**src/verilog/mdom_pkg.sv**
```systemverilog
//**********************************************************
// mdom slow-control package
// register map, field widths, spi timing and fsm encodings
//**********************************************************
`default_nettype none

package mdom_pkg;

  // firmware version
  localparam logic [15:0] FW_VNUM = 16'h2;

  // axi4-lite geometry, byte address is index * 4
  localparam int REG_ADDR_W = 12;
  localparam int AXI_ADDR_W = REG_ADDR_W + 2;
  localparam int AXI_DATA_W = 32;

  // register indices
  localparam logic [REG_ADDR_W-1:0] REG_VNUM         = 12'hfff;
  localparam logic [REG_ADDR_W-1:0] REG_ADC_RESET    = 12'hee5;
  localparam logic [REG_ADDR_W-1:0] REG_ADC_SPI_SEL  = 12'hee4;
  localparam logic [REG_ADDR_W-1:0] REG_ADC_SPI_TASK = 12'hee3;
  localparam logic [REG_ADDR_W-1:0] REG_ADC_WR_HI    = 12'hee2;
  localparam logic [REG_ADDR_W-1:0] REG_ADC_WR_LO    = 12'hee1;
  localparam logic [REG_ADDR_W-1:0] REG_ADC_RD       = 12'hee0;
  localparam logic [REG_ADDR_W-1:0] REG_DAC_SPI_SEL  = 12'hedf;
  localparam logic [REG_ADDR_W-1:0] REG_DAC_CHIP_SEL = 12'hede;
  localparam logic [REG_ADDR_W-1:0] REG_DAC_SPI_TASK = 12'hedd;
  localparam logic [REG_ADDR_W-1:0] REG_DAC_WR_HI    = 12'hedc;
  localparam logic [REG_ADDR_W-1:0] REG_DAC_WR_LO    = 12'hedb;

  // board population
  localparam int N_ADCS      = 6;
  localparam int N_DACS      = 3;
  localparam int N_DAC_CHIPS = 3;
  localparam int N_LEDS      = 3;

  // spi frames
  localparam int ADC_FRAME_W = 24;
  localparam int ADC_RD_W    = 8;
  localparam int DAC_FRAME_W = 32;

  // lclk cycles per half bit, shortened for simulation
  localparam int SPI_HALF_PERIOD = 4;
  localparam int SPI_HALF_W      = $clog2(SPI_HALF_PERIOD);

  // led pattern step
  localparam int LED_STEP  = 16;
  localparam int LED_CNT_W = $clog2(LED_STEP);

  typedef enum logic {AXW_IDLE, AXW_RESP} axil_state_t;

  typedef enum logic [1:0] {SPI_IDLE, SPI_LEAD, SPI_TRAIL, SPI_DONE} spi_state_t;

endpackage

`default_nettype wire

```
**src/verilog/mdom_axil_regs.sv**
```systemverilog
//**********************************************************
// mdom axi4-lite register block
// slow-control register map and spi task request/ack logic
//**********************************************************
`timescale 1ns/1ps
`default_nettype none

module mdom_axil_regs import mdom_pkg::*; (
  input  wire                   i_lclk,
  input  wire                   i_lclk_rst,
  input  wire                   i_awvalid,
  input  wire  [AXI_ADDR_W-1:0] i_awaddr,
  output logic                  o_awready,
  input  wire                   i_wvalid,
  input  wire  [AXI_DATA_W-1:0] i_wdata,
  output logic                  o_wready,
  output logic                  o_bvalid,
  output logic [1:0]            o_bresp,
  input  wire                   i_bready,
  input  wire                   i_arvalid,
  input  wire  [AXI_ADDR_W-1:0] i_araddr,
  output logic                  o_arready,
  output logic                  o_rvalid,
  output logic [AXI_DATA_W-1:0] o_rdata,
  output logic [1:0]            o_rresp,
  input  wire                   i_rready,
  output logic                  o_adc_reset,
  output logic [N_ADCS-1:0]     o_adc_sel,
  output logic                  o_adc_req,
  output logic [ADC_FRAME_W-1:0] o_adc_wr_data,
  input  wire                   i_adc_ack,
  input  wire  [ADC_RD_W-1:0]   i_adc_rd_data,
  output logic [N_DACS-1:0]     o_dac_sel,
  output logic [N_DAC_CHIPS-1:0] o_dac_chip_sel,
  output logic                  o_dac_req,
  output logic [DAC_FRAME_W-1:0] o_dac_wr_data,
  input  wire                   i_dac_ack
);

  axil_state_t           wr_state;
  logic                  aw_rdy_q;
  logic                  wr_en;
  logic [REG_ADDR_W-1:0] wr_idx;
  logic [REG_ADDR_W-1:0] rd_idx;
  logic [AXI_DATA_W-1:0] rd_val;
  logic [7:0]            adc_wr_hi_q;
  logic [15:0]           adc_wr_lo_q;
  logic [ADC_RD_W-1:0]   adc_rd_q;
  logic [15:0]           dac_wr_hi_q;
  logic [15:0]           dac_wr_lo_q;

  // word index from byte address
  assign wr_idx = i_awaddr[AXI_ADDR_W-1:2];
  assign rd_idx = i_araddr[AXI_ADDR_W-1:2];

  // aw and w share one ready
  assign o_awready = aw_rdy_q;
  assign o_wready  = aw_rdy_q;
  assign wr_en     = aw_rdy_q & i_awvalid & i_wvalid;
  assign o_bresp   = 2'b00;
  assign o_rresp   = 2'b00;

  assign o_adc_wr_data = {adc_wr_hi_q, adc_wr_lo_q};
  assign o_dac_wr_data = {dac_wr_hi_q, dac_wr_lo_q};

  // write channel fsm
  always_ff @(posedge i_lclk) begin
    if (i_lclk_rst) begin
      wr_state <= AXW_IDLE;
      aw_rdy_q <= 1'b0;
      o_bvalid <= 1'b0;
    end else begin
      aw_rdy_q <= 1'b0;
      case (wr_state)
        AXW_IDLE: begin
          if (aw_rdy_q) begin
            o_bvalid <= 1'b1;
            wr_state <= AXW_RESP;
          end else if (i_awvalid && i_wvalid) begin
            aw_rdy_q <= 1'b1;
          end
        end
        AXW_RESP: begin
          // hold response until master takes it
          if (i_bready) begin
            o_bvalid <= 1'b0;
            wr_state <= AXW_IDLE;
          end
        end
        default: wr_state <= AXW_IDLE;
      endcase
    end
  end

  // control registers and task bits
  always_ff @(posedge i_lclk) begin
    if (i_lclk_rst) begin
      o_adc_reset    <= 1'b0;
      o_adc_sel      <= '0;
      o_adc_req      <= 1'b0;
      o_dac_sel      <= '0;
      o_dac_chip_sel <= '0;
      o_dac_req      <= 1'b0;
    end else begin
      if (wr_en) begin
        case (wr_idx)
          REG_ADC_RESET:    o_adc_reset    <= i_wdata[0];
          REG_ADC_SPI_SEL:  o_adc_sel      <= i_wdata[N_ADCS-1:0];
          REG_DAC_SPI_SEL:  o_dac_sel      <= i_wdata[N_DACS-1:0];
          REG_DAC_CHIP_SEL: o_dac_chip_sel <= i_wdata[N_DAC_CHIPS-1:0];
          default: ;
        endcase
      end
      // ack wins, writes while busy change nothing
      if (i_adc_ack) begin
        o_adc_req <= 1'b0;
      end else if (wr_en && wr_idx == REG_ADC_SPI_TASK && i_wdata[0]) begin
        o_adc_req <= 1'b1;
      end
      if (i_dac_ack) begin
        o_dac_req <= 1'b0;
      end else if (wr_en && wr_idx == REG_DAC_SPI_TASK && i_wdata[0]) begin
        o_dac_req <= 1'b1;
      end
    end
  end

  // frame data and adc read-back
  always_ff @(posedge i_lclk) begin
    if (wr_en) begin
      case (wr_idx)
        REG_ADC_WR_HI: adc_wr_hi_q <= i_wdata[7:0];
        REG_ADC_WR_LO: adc_wr_lo_q <= i_wdata[15:0];
        REG_DAC_WR_HI: dac_wr_hi_q <= i_wdata[15:0];
        REG_DAC_WR_LO: dac_wr_lo_q <= i_wdata[15:0];
        default: ;
      endcase
    end
    if (i_adc_ack) begin
      adc_rd_q <= i_adc_rd_data;
    end
  end

  // read decode, unmapped reads zero
  always_comb begin
    rd_val = '0;
    case (rd_idx)
      REG_VNUM:         rd_val[15:0]            = FW_VNUM;
      REG_ADC_RESET:    rd_val[0]               = o_adc_reset;
      REG_ADC_SPI_SEL:  rd_val[N_ADCS-1:0]      = o_adc_sel;
      REG_ADC_SPI_TASK: rd_val[0]               = o_adc_req;
      REG_ADC_WR_HI:    rd_val[7:0]             = adc_wr_hi_q;
      REG_ADC_WR_LO:    rd_val[15:0]            = adc_wr_lo_q;
      REG_ADC_RD:       rd_val[ADC_RD_W-1:0]    = adc_rd_q;
      REG_DAC_SPI_SEL:  rd_val[N_DACS-1:0]      = o_dac_sel;
      REG_DAC_CHIP_SEL: rd_val[N_DAC_CHIPS-1:0] = o_dac_chip_sel;
      REG_DAC_SPI_TASK: rd_val[0]               = o_dac_req;
      REG_DAC_WR_HI:    rd_val[15:0]            = dac_wr_hi_q;
      REG_DAC_WR_LO:    rd_val[15:0]            = dac_wr_lo_q;
      default: ;
    endcase
  end

  // read channel, one outstanding read
  always_ff @(posedge i_lclk) begin
    if (i_lclk_rst) begin
      o_arready <= 1'b0;
      o_rvalid  <= 1'b0;
    end else begin
      o_arready <= i_arvalid & ~o_arready & ~o_rvalid;
      if (o_arready && i_arvalid) begin
        o_rvalid <= 1'b1;
      end else if (o_rvalid && i_rready) begin
        o_rvalid <= 1'b0;
      end
    end
  end

  always_ff @(posedge i_lclk) begin
    if (o_arready && i_arvalid) begin
      o_rdata <= rd_val;
    end
  end

  a_bvalid_hold: assert property (@(posedge i_lclk) disable iff (i_lclk_rst)
    o_bvalid && !i_bready |=> o_bvalid)
    else $error("write response dropped before bready");

  // an engine ack only ever answers a pending request
  a_adc_ack_req: assert property (@(posedge i_lclk) disable iff (i_lclk_rst)
    i_adc_ack |-> o_adc_req)
    else $error("adc ack without a pending request");

  a_dac_ack_req: assert property (@(posedge i_lclk) disable iff (i_lclk_rst)
    i_dac_ack |-> o_dac_req)
    else $error("dac ack without a pending request");

endmodule

`default_nettype wire

```
**src/verilog/mdom_spi_master.sv**
```systemverilog
//**********************************************************
// spi shift engine
// one msb-first frame out on mosi, miso shifted in
//**********************************************************
`timescale 1ns/1ps
`default_nettype none

module mdom_spi_master import mdom_pkg::*; #(
  parameter int P_FRAME_W   = 24,
  parameter bit P_SCLK_IDLE = 1'b0
) (
  input  wire                  i_lclk,
  input  wire                  i_lclk_rst,
  input  wire                  i_req,
  input  wire  [P_FRAME_W-1:0] i_wr_data,
  input  wire                  i_miso,
  output logic                 o_ack,
  output logic [P_FRAME_W-1:0] o_rd_data,
  output logic                 o_sclk,
  output logic                 o_mosi
);

  localparam int BIT_CNT_W = $clog2(P_FRAME_W);

  spi_state_t            state;
  logic [SPI_HALF_W-1:0] half_cnt;
  logic [BIT_CNT_W-1:0]  bit_cnt;
  logic [P_FRAME_W-1:0]  tx_q;
  logic                  half_end;

  assign half_end = (half_cnt == SPI_HALF_W'(SPI_HALF_PERIOD - 1));

  // clock leaves idle only in the trailing half
  assign o_sclk    = (state == SPI_TRAIL) ? ~P_SCLK_IDLE : P_SCLK_IDLE;
  assign o_mosi    = (state == SPI_LEAD || state == SPI_TRAIL) & tx_q[P_FRAME_W-1];
  assign o_ack     = (state == SPI_DONE);

  always_ff @(posedge i_lclk) begin
    if (i_lclk_rst) begin
      state    <= SPI_IDLE;
      half_cnt <= '0;
      bit_cnt  <= '0;
    end else begin
      case (state)
        SPI_IDLE: begin
          half_cnt <= '0;
          bit_cnt  <= '0;
          if (i_req) state <= SPI_LEAD;
        end
        SPI_LEAD: begin
          half_cnt <= half_end ? '0 : half_cnt + 1'b1;
          if (half_end) state <= SPI_TRAIL;
        end
        SPI_TRAIL: begin
          half_cnt <= half_end ? '0 : half_cnt + 1'b1;
          if (half_end) begin
            if (bit_cnt == BIT_CNT_W'(P_FRAME_W - 1)) begin
              state <= SPI_DONE;
            end else begin
              bit_cnt <= bit_cnt + 1'b1;
              state   <= SPI_LEAD;
            end
          end
        end
        default: state <= SPI_IDLE;
      endcase
    end
  end

  // shift registers, tx steps at each bit boundary
  always_ff @(posedge i_lclk) begin
    if (state == SPI_IDLE && i_req) begin
      tx_q <= i_wr_data;
    end else if (state == SPI_TRAIL && half_end) begin
      tx_q <= {tx_q[P_FRAME_W-2:0], 1'b0};
    end
    // miso taken on the edge away from idle
    if (state == SPI_LEAD && half_end) begin
      o_rd_data <= {o_rd_data[P_FRAME_W-2:0], i_miso};
    end
  end

  // request must still be held when the frame completes
  a_ack_req: assert property (@(posedge i_lclk) disable iff (i_lclk_rst)
    o_ack |-> i_req)
    else $error("spi ack without a held request");

endmodule

`default_nettype wire

```
**src/verilog/mdom_serial_ctrl.sv**
```systemverilog
//**********************************************************
// adc3424 and ad5668 serial control
// two spi engines plus enable, sync and bus routing
//**********************************************************
`timescale 1ns/1ps
`default_nettype none

module mdom_serial_ctrl import mdom_pkg::*; (
  input  wire                       i_lclk,
  input  wire                       i_lclk_rst,
  input  wire                       i_adc_req,
  input  wire  [N_ADCS-1:0]         i_adc_sel,
  input  wire  [ADC_FRAME_W-1:0]    i_adc_wr_data,
  input  wire                       i_adc_sdout,
  output logic                      o_adc_ack,
  output logic [ADC_RD_W-1:0]       o_adc_rd_data,
  output logic                      o_adc_sclk,
  output logic                      o_adc_sdata,
  output logic [N_ADCS-1:0]         o_adc_sen_n,
  input  wire                       i_dac_req,
  input  wire  [N_DACS-1:0]         i_dac_sel,
  input  wire  [N_DAC_CHIPS-1:0]    i_dac_chip_sel,
  input  wire  [DAC_FRAME_W-1:0]    i_dac_wr_data,
  output logic                      o_dac_ack,
  output logic [N_DACS-1:0]         o_dac_sclk,
  output logic [N_DACS-1:0]         o_dac_din,
  output logic [N_DACS*N_DAC_CHIPS-1:0] o_dac_sync_n
);

  logic [ADC_FRAME_W-1:0] adc_rd_frame;
  logic                   dac_sclk;
  logic                   dac_mosi;

  // adc clock idles low
  mdom_spi_master #(.P_FRAME_W(ADC_FRAME_W), .P_SCLK_IDLE(1'b0)) adc_spi (
    .i_lclk    (i_lclk),
    .i_lclk_rst(i_lclk_rst),
    .i_req     (i_adc_req),
    .i_wr_data (i_adc_wr_data),
    .i_miso    (i_adc_sdout),
    .o_ack     (o_adc_ack),
    .o_rd_data (adc_rd_frame),
    .o_sclk    (o_adc_sclk),
    .o_mosi    (o_adc_sdata)
  );

  // only the low byte carries register data
  assign o_adc_rd_data = adc_rd_frame[ADC_RD_W-1:0];
  assign o_adc_sen_n   = ~({N_ADCS{i_adc_req}} & i_adc_sel);

  // dac is write only, no miso
  mdom_spi_master #(.P_FRAME_W(DAC_FRAME_W), .P_SCLK_IDLE(1'b1)) dac_spi (
    .i_lclk    (i_lclk),
    .i_lclk_rst(i_lclk_rst),
    .i_req     (i_dac_req),
    .i_wr_data (i_dac_wr_data),
    .i_miso    (1'b0),
    .o_ack     (o_dac_ack),
    .o_rd_data (),
    .o_sclk    (dac_sclk),
    .o_mosi    (dac_mosi)
  );

  // unselected buses park sclk high, din low
  for (genvar b = 0; b < N_DACS; b++) begin : g_dac_bus
    assign o_dac_sclk[b] = i_dac_sel[b] ? dac_sclk : 1'b1;
    assign o_dac_din[b]  = i_dac_sel[b] & dac_mosi;
    for (genvar c = 0; c < N_DAC_CHIPS; c++) begin : g_sync
      assign o_dac_sync_n[b*N_DAC_CHIPS+c] = ~(i_dac_req & i_dac_sel[b] & i_dac_chip_sel[c]);
    end
  end

endmodule

`default_nettype wire

```
**src/verilog/mdom_led_sweep.sv**
```systemverilog
//**********************************************************
// status led sweep
// one-hot value bouncing across the leds
//**********************************************************
`timescale 1ns/1ps
`default_nettype none

module mdom_led_sweep import mdom_pkg::*; (
  input  wire               i_lclk,
  input  wire               i_lclk_rst,
  output logic [N_LEDS-1:0] o_led
);

  logic [LED_CNT_W-1:0] step_cnt;
  // 0 moves up, 1 moves down
  logic                 dir_down;

  always_ff @(posedge i_lclk) begin
    if (i_lclk_rst) begin
      step_cnt <= '0;
      dir_down <= 1'b0;
      o_led    <= N_LEDS'(1);
    end else begin
      step_cnt <= step_cnt + 1'b1;
      if (step_cnt == LED_CNT_W'(LED_STEP - 1)) begin
        if (!dir_down) begin
          o_led <= o_led << 1;
          // turn around once the top led is reached
          if (o_led[N_LEDS-2]) dir_down <= 1'b1;
        end else begin
          o_led <= o_led >> 1;
          if (o_led[1]) dir_down <= 1'b0;
        end
      end
    end
  end

endmodule

`default_nettype wire

```
**src/verilog/mdom_top.sv**
```systemverilog
//**********************************************************
// mdom mainboard slow-control top level
// axi4-lite registers, adc/dac serial ports and led sweep
//**********************************************************
`timescale 1ns/1ps
`default_nettype none

module mdom_top import mdom_pkg::*; (
  input  wire                       i_lclk,
  input  wire                       i_lclk_rst,
  // axi4-lite slave
  input  wire                       i_awvalid,
  input  wire  [AXI_ADDR_W-1:0]     i_awaddr,
  output logic                      o_awready,
  input  wire                       i_wvalid,
  input  wire  [AXI_DATA_W-1:0]     i_wdata,
  output logic                      o_wready,
  output logic                      o_bvalid,
  output logic [1:0]                o_bresp,
  input  wire                       i_bready,
  input  wire                       i_arvalid,
  input  wire  [AXI_ADDR_W-1:0]     i_araddr,
  output logic                      o_arready,
  output logic                      o_rvalid,
  output logic [AXI_DATA_W-1:0]     o_rdata,
  output logic [1:0]                o_rresp,
  input  wire                       i_rready,
  // adc3424 pins
  output logic                      o_adc_reset,
  output logic [N_ADCS-1:0]         o_adc_sen_n,
  output logic                      o_adc_sclk,
  output logic                      o_adc_sdata,
  input  wire                       i_adc_sdout,
  // ad5668 pins
  output logic [N_DACS-1:0]         o_dac_sclk,
  output logic [N_DACS-1:0]         o_dac_din,
  output logic [N_DACS*N_DAC_CHIPS-1:0] o_dac_sync_n,
  output logic [N_LEDS-1:0]         o_led
);

  logic                   adc_req;
  logic                   adc_ack;
  logic [N_ADCS-1:0]      adc_sel;
  logic [ADC_FRAME_W-1:0] adc_wr_data;
  logic [ADC_RD_W-1:0]    adc_rd_data;
  logic                   dac_req;
  logic                   dac_ack;
  logic [N_DACS-1:0]      dac_sel;
  logic [N_DAC_CHIPS-1:0] dac_chip_sel;
  logic [DAC_FRAME_W-1:0] dac_wr_data;

  mdom_axil_regs regs (
    .i_lclk        (i_lclk),
    .i_lclk_rst    (i_lclk_rst),
    .i_awvalid     (i_awvalid),
    .i_awaddr      (i_awaddr),
    .o_awready     (o_awready),
    .i_wvalid      (i_wvalid),
    .i_wdata       (i_wdata),
    .o_wready      (o_wready),
    .o_bvalid      (o_bvalid),
    .o_bresp       (o_bresp),
    .i_bready      (i_bready),
    .i_arvalid     (i_arvalid),
    .i_araddr      (i_araddr),
    .o_arready     (o_arready),
    .o_rvalid      (o_rvalid),
    .o_rdata       (o_rdata),
    .o_rresp       (o_rresp),
    .i_rready      (i_rready),
    .o_adc_reset   (o_adc_reset),
    .o_adc_sel     (adc_sel),
    .o_adc_req     (adc_req),
    .o_adc_wr_data (adc_wr_data),
    .i_adc_ack     (adc_ack),
    .i_adc_rd_data (adc_rd_data),
    .o_dac_sel     (dac_sel),
    .o_dac_chip_sel(dac_chip_sel),
    .o_dac_req     (dac_req),
    .o_dac_wr_data (dac_wr_data),
    .i_dac_ack     (dac_ack)
  );

  mdom_serial_ctrl serial (
    .i_lclk        (i_lclk),
    .i_lclk_rst    (i_lclk_rst),
    .i_adc_req     (adc_req),
    .i_adc_sel     (adc_sel),
    .i_adc_wr_data (adc_wr_data),
    .i_adc_sdout   (i_adc_sdout),
    .o_adc_ack     (adc_ack),
    .o_adc_rd_data (adc_rd_data),
    .o_adc_sclk    (o_adc_sclk),
    .o_adc_sdata   (o_adc_sdata),
    .o_adc_sen_n   (o_adc_sen_n),
    .i_dac_req     (dac_req),
    .i_dac_sel     (dac_sel),
    .i_dac_chip_sel(dac_chip_sel),
    .i_dac_wr_data (dac_wr_data),
    .o_dac_ack     (dac_ack),
    .o_dac_sclk    (o_dac_sclk),
    .o_dac_din     (o_dac_din),
    .o_dac_sync_n  (o_dac_sync_n)
  );

  mdom_led_sweep leds (
    .i_lclk    (i_lclk),
    .i_lclk_rst(i_lclk_rst),
    .o_led     (o_led)
  );

endmodule

`default_nettype wire

```
**config.mk**
```make
export PLATFORM = sky130hd
export DESIGN_NAME = mdom_top
export DESIGN_NICKNAME = d
export VERILOG_FILES = /design/src/verilog/mdom_pkg.sv /design/src/verilog/mdom_axil_regs.sv /design/src/verilog/mdom_spi_master.sv /design/src/verilog/mdom_serial_ctrl.sv /design/src/verilog/mdom_led_sweep.sv /design/src/verilog/mdom_top.sv
export SDC_FILE = /design/constraint.sdc
export NUM_CORES = 1
export LEC_CHECK = 0
export ABC_AREA = 0
export ABC_CLOCK_PERIOD_IN_PS = 4500
export BUFFER_PORTS_ARGS = -buffer_cell sky130_fd_sc_hd__buf_4
export CAP_MARGIN = 20
export CELL_PAD_IN_SITES_DETAIL_PLACEMENT = 0
export CELL_PAD_IN_SITES_GLOBAL_PLACEMENT = 2
export CORE_AREA = 2 2 144 146
export CTS_BUF_LIST = sky130_fd_sc_hd__clkbuf_8
export CTS_CLUSTER_SIZE = 28
export DETAILED_ROUTE_END_ITERATION = 16
export DIE_AREA = 0 0 146 148
export PLACE_DENSITY_LB_ADDON = 0.3
export SLEW_MARGIN = 20
export SYNTH_ARGS = -nofsm -noshare
export SYNTH_HDL_FRONTEND = slang
export SYNTH_SLANG_ARGS = --single-unit
export TNS_END_PERCENT = 100
```
**constraint.sdc**
```tcl
create_clock -name i_lclk -period 4.5 [get_ports i_lclk]
set_input_delay 0.45 -clock i_lclk [delete_from_list [all_inputs] [get_ports i_lclk]]
set_output_delay 0.45 -clock i_lclk [all_outputs]
set_load 0.005 [all_outputs]
```
==> summary.md <==
| Metric | Value |
|---|---|
| Data required time of the worst path | between 4000 and 5000 ps |
| Fin crit share | 48.4% |
| Cells after Synth | approximately 660 |
| CTS clk-pin slew, worst paths | around 100 ps |
| Critical path capture point type | register |
| CTS buffer count | 17 |
| Most used DFF post-synth | edfxtp_1 |
| Post-route ant nets | 0 |
| # rows | 52 |
| Share of post-route cells with drive strength above 1 | roughly 26% |
| Finished Cell Area | roughly 0.0096 sq mm |
| DRT Pass-1 Iters | 5 |
| Vias per inst | approximately 5.2 |
| DRC | 0 |
| Starting DRT DRC Count | about 300 |
| Unrepaired setup endpoints after global routing | false |
| Root Buffer | clkbuf_8 |
| Bufs on Longest Clock Path | 2 |
| Critical Path Start Type | register |
| Commonest cells post-synth | 144 x edfxtp_1, 47 x mux2_2, 46 x dfxtp_1 |
| Max Cap Viol | 0 |
| Synth top area cells | edfxtp_1 52%, dfxtp_1 11%, mux2_2 6.4% |
| Detailed Place HPWL | approximately 13000 um |
| FF-to-FF End | serial.adc_spi.bit_cnt[4] |
| Post-synth EDFFs | 144 |
| Final Skew | between 15 and 20 ps |
| Final Wtd Congestion | 0.824 |
| Sequential share of the synthesized area | between 60% and 70% |
| CP max stage cell | or4b_2 |
| CTS Sinks | 190 |
| NumNets Final | 833 |
| Gr usage total | 17.8% |
| Number of synthesized register bits | between 150 and 200 |
| # port buffers | 95 |
| Lkg Pwr | ~3.5 nW |
| Die area | ~0.022 sq mm |
| Max Transition Viols Final | 0 |
| Worst EP arrival | 2580 ps |
| Reg2reg start | serial.adc_spi.state[0] |
| Total negative slack | 0 ps |
| DP Cell Count | approximately 1000 |
| Synth Area per Inst | ~13 sq um |
| Vias | ~5.4k |
| Post-synth top area cell | edfxtp_1 |
| Fillers | around 1.8k |
| Synth async-reset ratio | 0% |
| Overflow after GRT | 0 |
| Worst slew pin tran | 1030 ps |
| Hold depth | 1 |
| First-pass GRT wire length | around 29000 um |
| Critical path peak fanout | 17 |
| Chip height | between 100 and 150 um |
| VDD IR-drop max | about 0.17 mV |
| Status | finished clean |
| Worst path max stage delay | about 640 ps |
| CTS resizes | 0 |
| Final setup violation count | 0 |
| Hold Fails Final Rpt | 0 |
| Tightest Hold Check Type | in -> reg |
| CP Class | reg -> reg |
| WL/cell | approximately 18 um |
| Cell variety after synth | 59 |
| # Post-CTS Setup Buffers | 0 |
| Hold buffer count at CTS | 0 |
| Effective utilization at floorplan | between 40% and 50% |
| Slew margin rel. | around 31% |
| Clk Latency, worst-skew pair | 470 ps |
| CTS tree | yes |
| Die width | ~150 um |
| Vias in the first global route | 5369 |
| Warnings, synthesis | 0 |
| R2r setup slk | roughly 2300 ps |
| Final Critical Period | between 2000 and 2500 ps |
| Routed WL | between 15000 and 20000 um |
| R2R depth | 6 |
| N_diodes | 0 |
| Core Footprint | 0.0200 sq mm |
| Hold_sp | i_adc_sdout |
| Num ports | approximately 140 |
| Initial antenna violation count | 0 |
| Peak Freq | between 400 and 500 MHz |
| Power Density | approximately 340 mW/mm^2 |
| Layout Cells excl Fill | ~1.0k |
| Largest net degree at the start of global routing | 47 |
| Critical path cell sequence | inv_1 -> ha_1 -> nand2_1 -> o21a_1 -> or4b_2 -> a21oi_1 |
| Layout area overhead | 15.9% |
| Hold endpoint | serial.adc_spi.o_rd_data[0] |
| H-tree depth | 4 |
| Top-count cell post-synth | edfxtp_1 |
| Post-Place Cell Area | around 0.009 sq mm |
| Yosys top cell area share | between 50% and 60% |
| Mapped cell area | 0.00831 sq mm |
==> placed cells by master (no fill, tap or decap), types with 11 or more instances in the layout <==
cell	synthesis	final
mux2_2	47	47
nand2_1	41	41
clkbuf_8	0	17
mux2i_1	17	17
a21oi_1	33	33
o21ai_0	42	42
nor2b_1	11	11
buf_4	22	101
inv_1	25	25
nand3_1	33	33
dfxtp_1	46	46
edfxtp_1	144	144
nor2_1	36	36
a22oi_1	11	11
ha_1	18	18
conb_1	1	20
==> per-layer routing <==
| layer | global-route usage [%] | vias up | routed length [um] |
|---|---|---|---|
| met1 | 24.3 | 2653 | 8800 |
| met3 | 4.23 | 16 | 927 |
| li1 | - | 2579 | - |
| met5 | 0 | - | 0 |
| met4 | 4.42 | 0 | 205 |
| met2 | 28.8 | 149 | 8970 |
==> sequential cells by signal, summed over array words and instances (netlist names), 3 cells and up <==
| signal | count |
|---|---|
| regs.o_dac_sel | 3 |
| regs.o_rdata | 16 |
| serial.dac_spi.bit_cnt | 5 |
| serial.adc_spi.tx_q | 24 |
| regs.adc_wr_hi_q | 8 |
| regs.dac_wr_lo_q | 16 |
| leds.o_led | 3 |
| serial.adc_spi.bit_cnt | 5 |
| regs.o_dac_chip_sel | 3 |
| regs.adc_rd_q | 8 |
| regs.adc_wr_lo_q | 16 |
| serial.adc_spi.o_rd_data | 8 |
| regs.o_adc_sel | 6 |
| regs.dac_wr_hi_q | 16 |
| leds.step_cnt | 4 |
| serial.dac_spi.tx_q | 32 |
==> final cells by class <==
cell class	count	area, sq um	area share (%)
sequential	190	5250	54.5
multi-input combinational	411	2790	29.0
timing repair buffer	102	773	8.03
tap	270	338	3.51
clock buffer	17	234	2.43
clock inverter	15	153	1.59
inverter	25	93.8	0.975
==> worst max-delay path: cells and delay by family, from the launching register on <==
family                     cells  cell delay [ps]
AOI/OAI and AO/OA              2              330
adders and majority gates      1              490
buffers and inverters          1              120
DFF                            1              360
and+or+nand+nor                2              820
==> worst max path at each step <==
stage	cells past startpoint	end	slack, ps	start
after floorplan	3	regs.dac_wr_lo_q[0]	1900	i_awaddr[10]
after global placement	5	regs.o_rdata[1]	2040	i_araddr[10]
after detailed placement	5	regs.o_rdata[1]	2000	i_araddr[10]
after CTS	4	o_dac_din[1]	2290	serial.dac_spi.state[0]
after global routing	6	serial.adc_spi.bit_cnt[4]	2130	serial.adc_spi.state[0]
final	6	serial.adc_spi.bit_cnt[4]	2320	serial.adc_spi.state[0]
==> metrics by stage <==
stage / hold slack [ps] / util, % / setup WS (ps) / total power [mW]
2_1_floorplan: 400 / - / 1900 / 2.11
3_3_place_gp: 404 / 46.0 / 2040 / 2.18
3_5_place_dp: 406 / 46.1 / 2000 / 2.19
4_1_cts: 127 / 48.1 / 2290 / 3.28
5_1_grt: 120 / 48.1 / 2130 / 3.38
6_report: 160 / 48.1 / 2320 / 3.25
==> cells by family after synthesis <==
family                     synth area share [%]
AOI/OAI and AO/OA                          8.19
and+or+nand+nor                            12.7
adders and majority gates                  2.71
DFF                                        63.1
xor gates and xnor gates                  0.422
muxes                                      8.42
buffers and inverters                      4.38
other                                    0.0451
==> where the power goes <==
part / total, mW / internal (mW) / switching [mW]
combinational: 0.247 / 0.101 / 0.146
clock: 1.09 / 0.455 / 0.638
sequential: 1.91 / 1.89 / 0.0186
total: 3.25 / 2.44 / 0.802
Note: power is estimated with default switching activity, not from simulation.
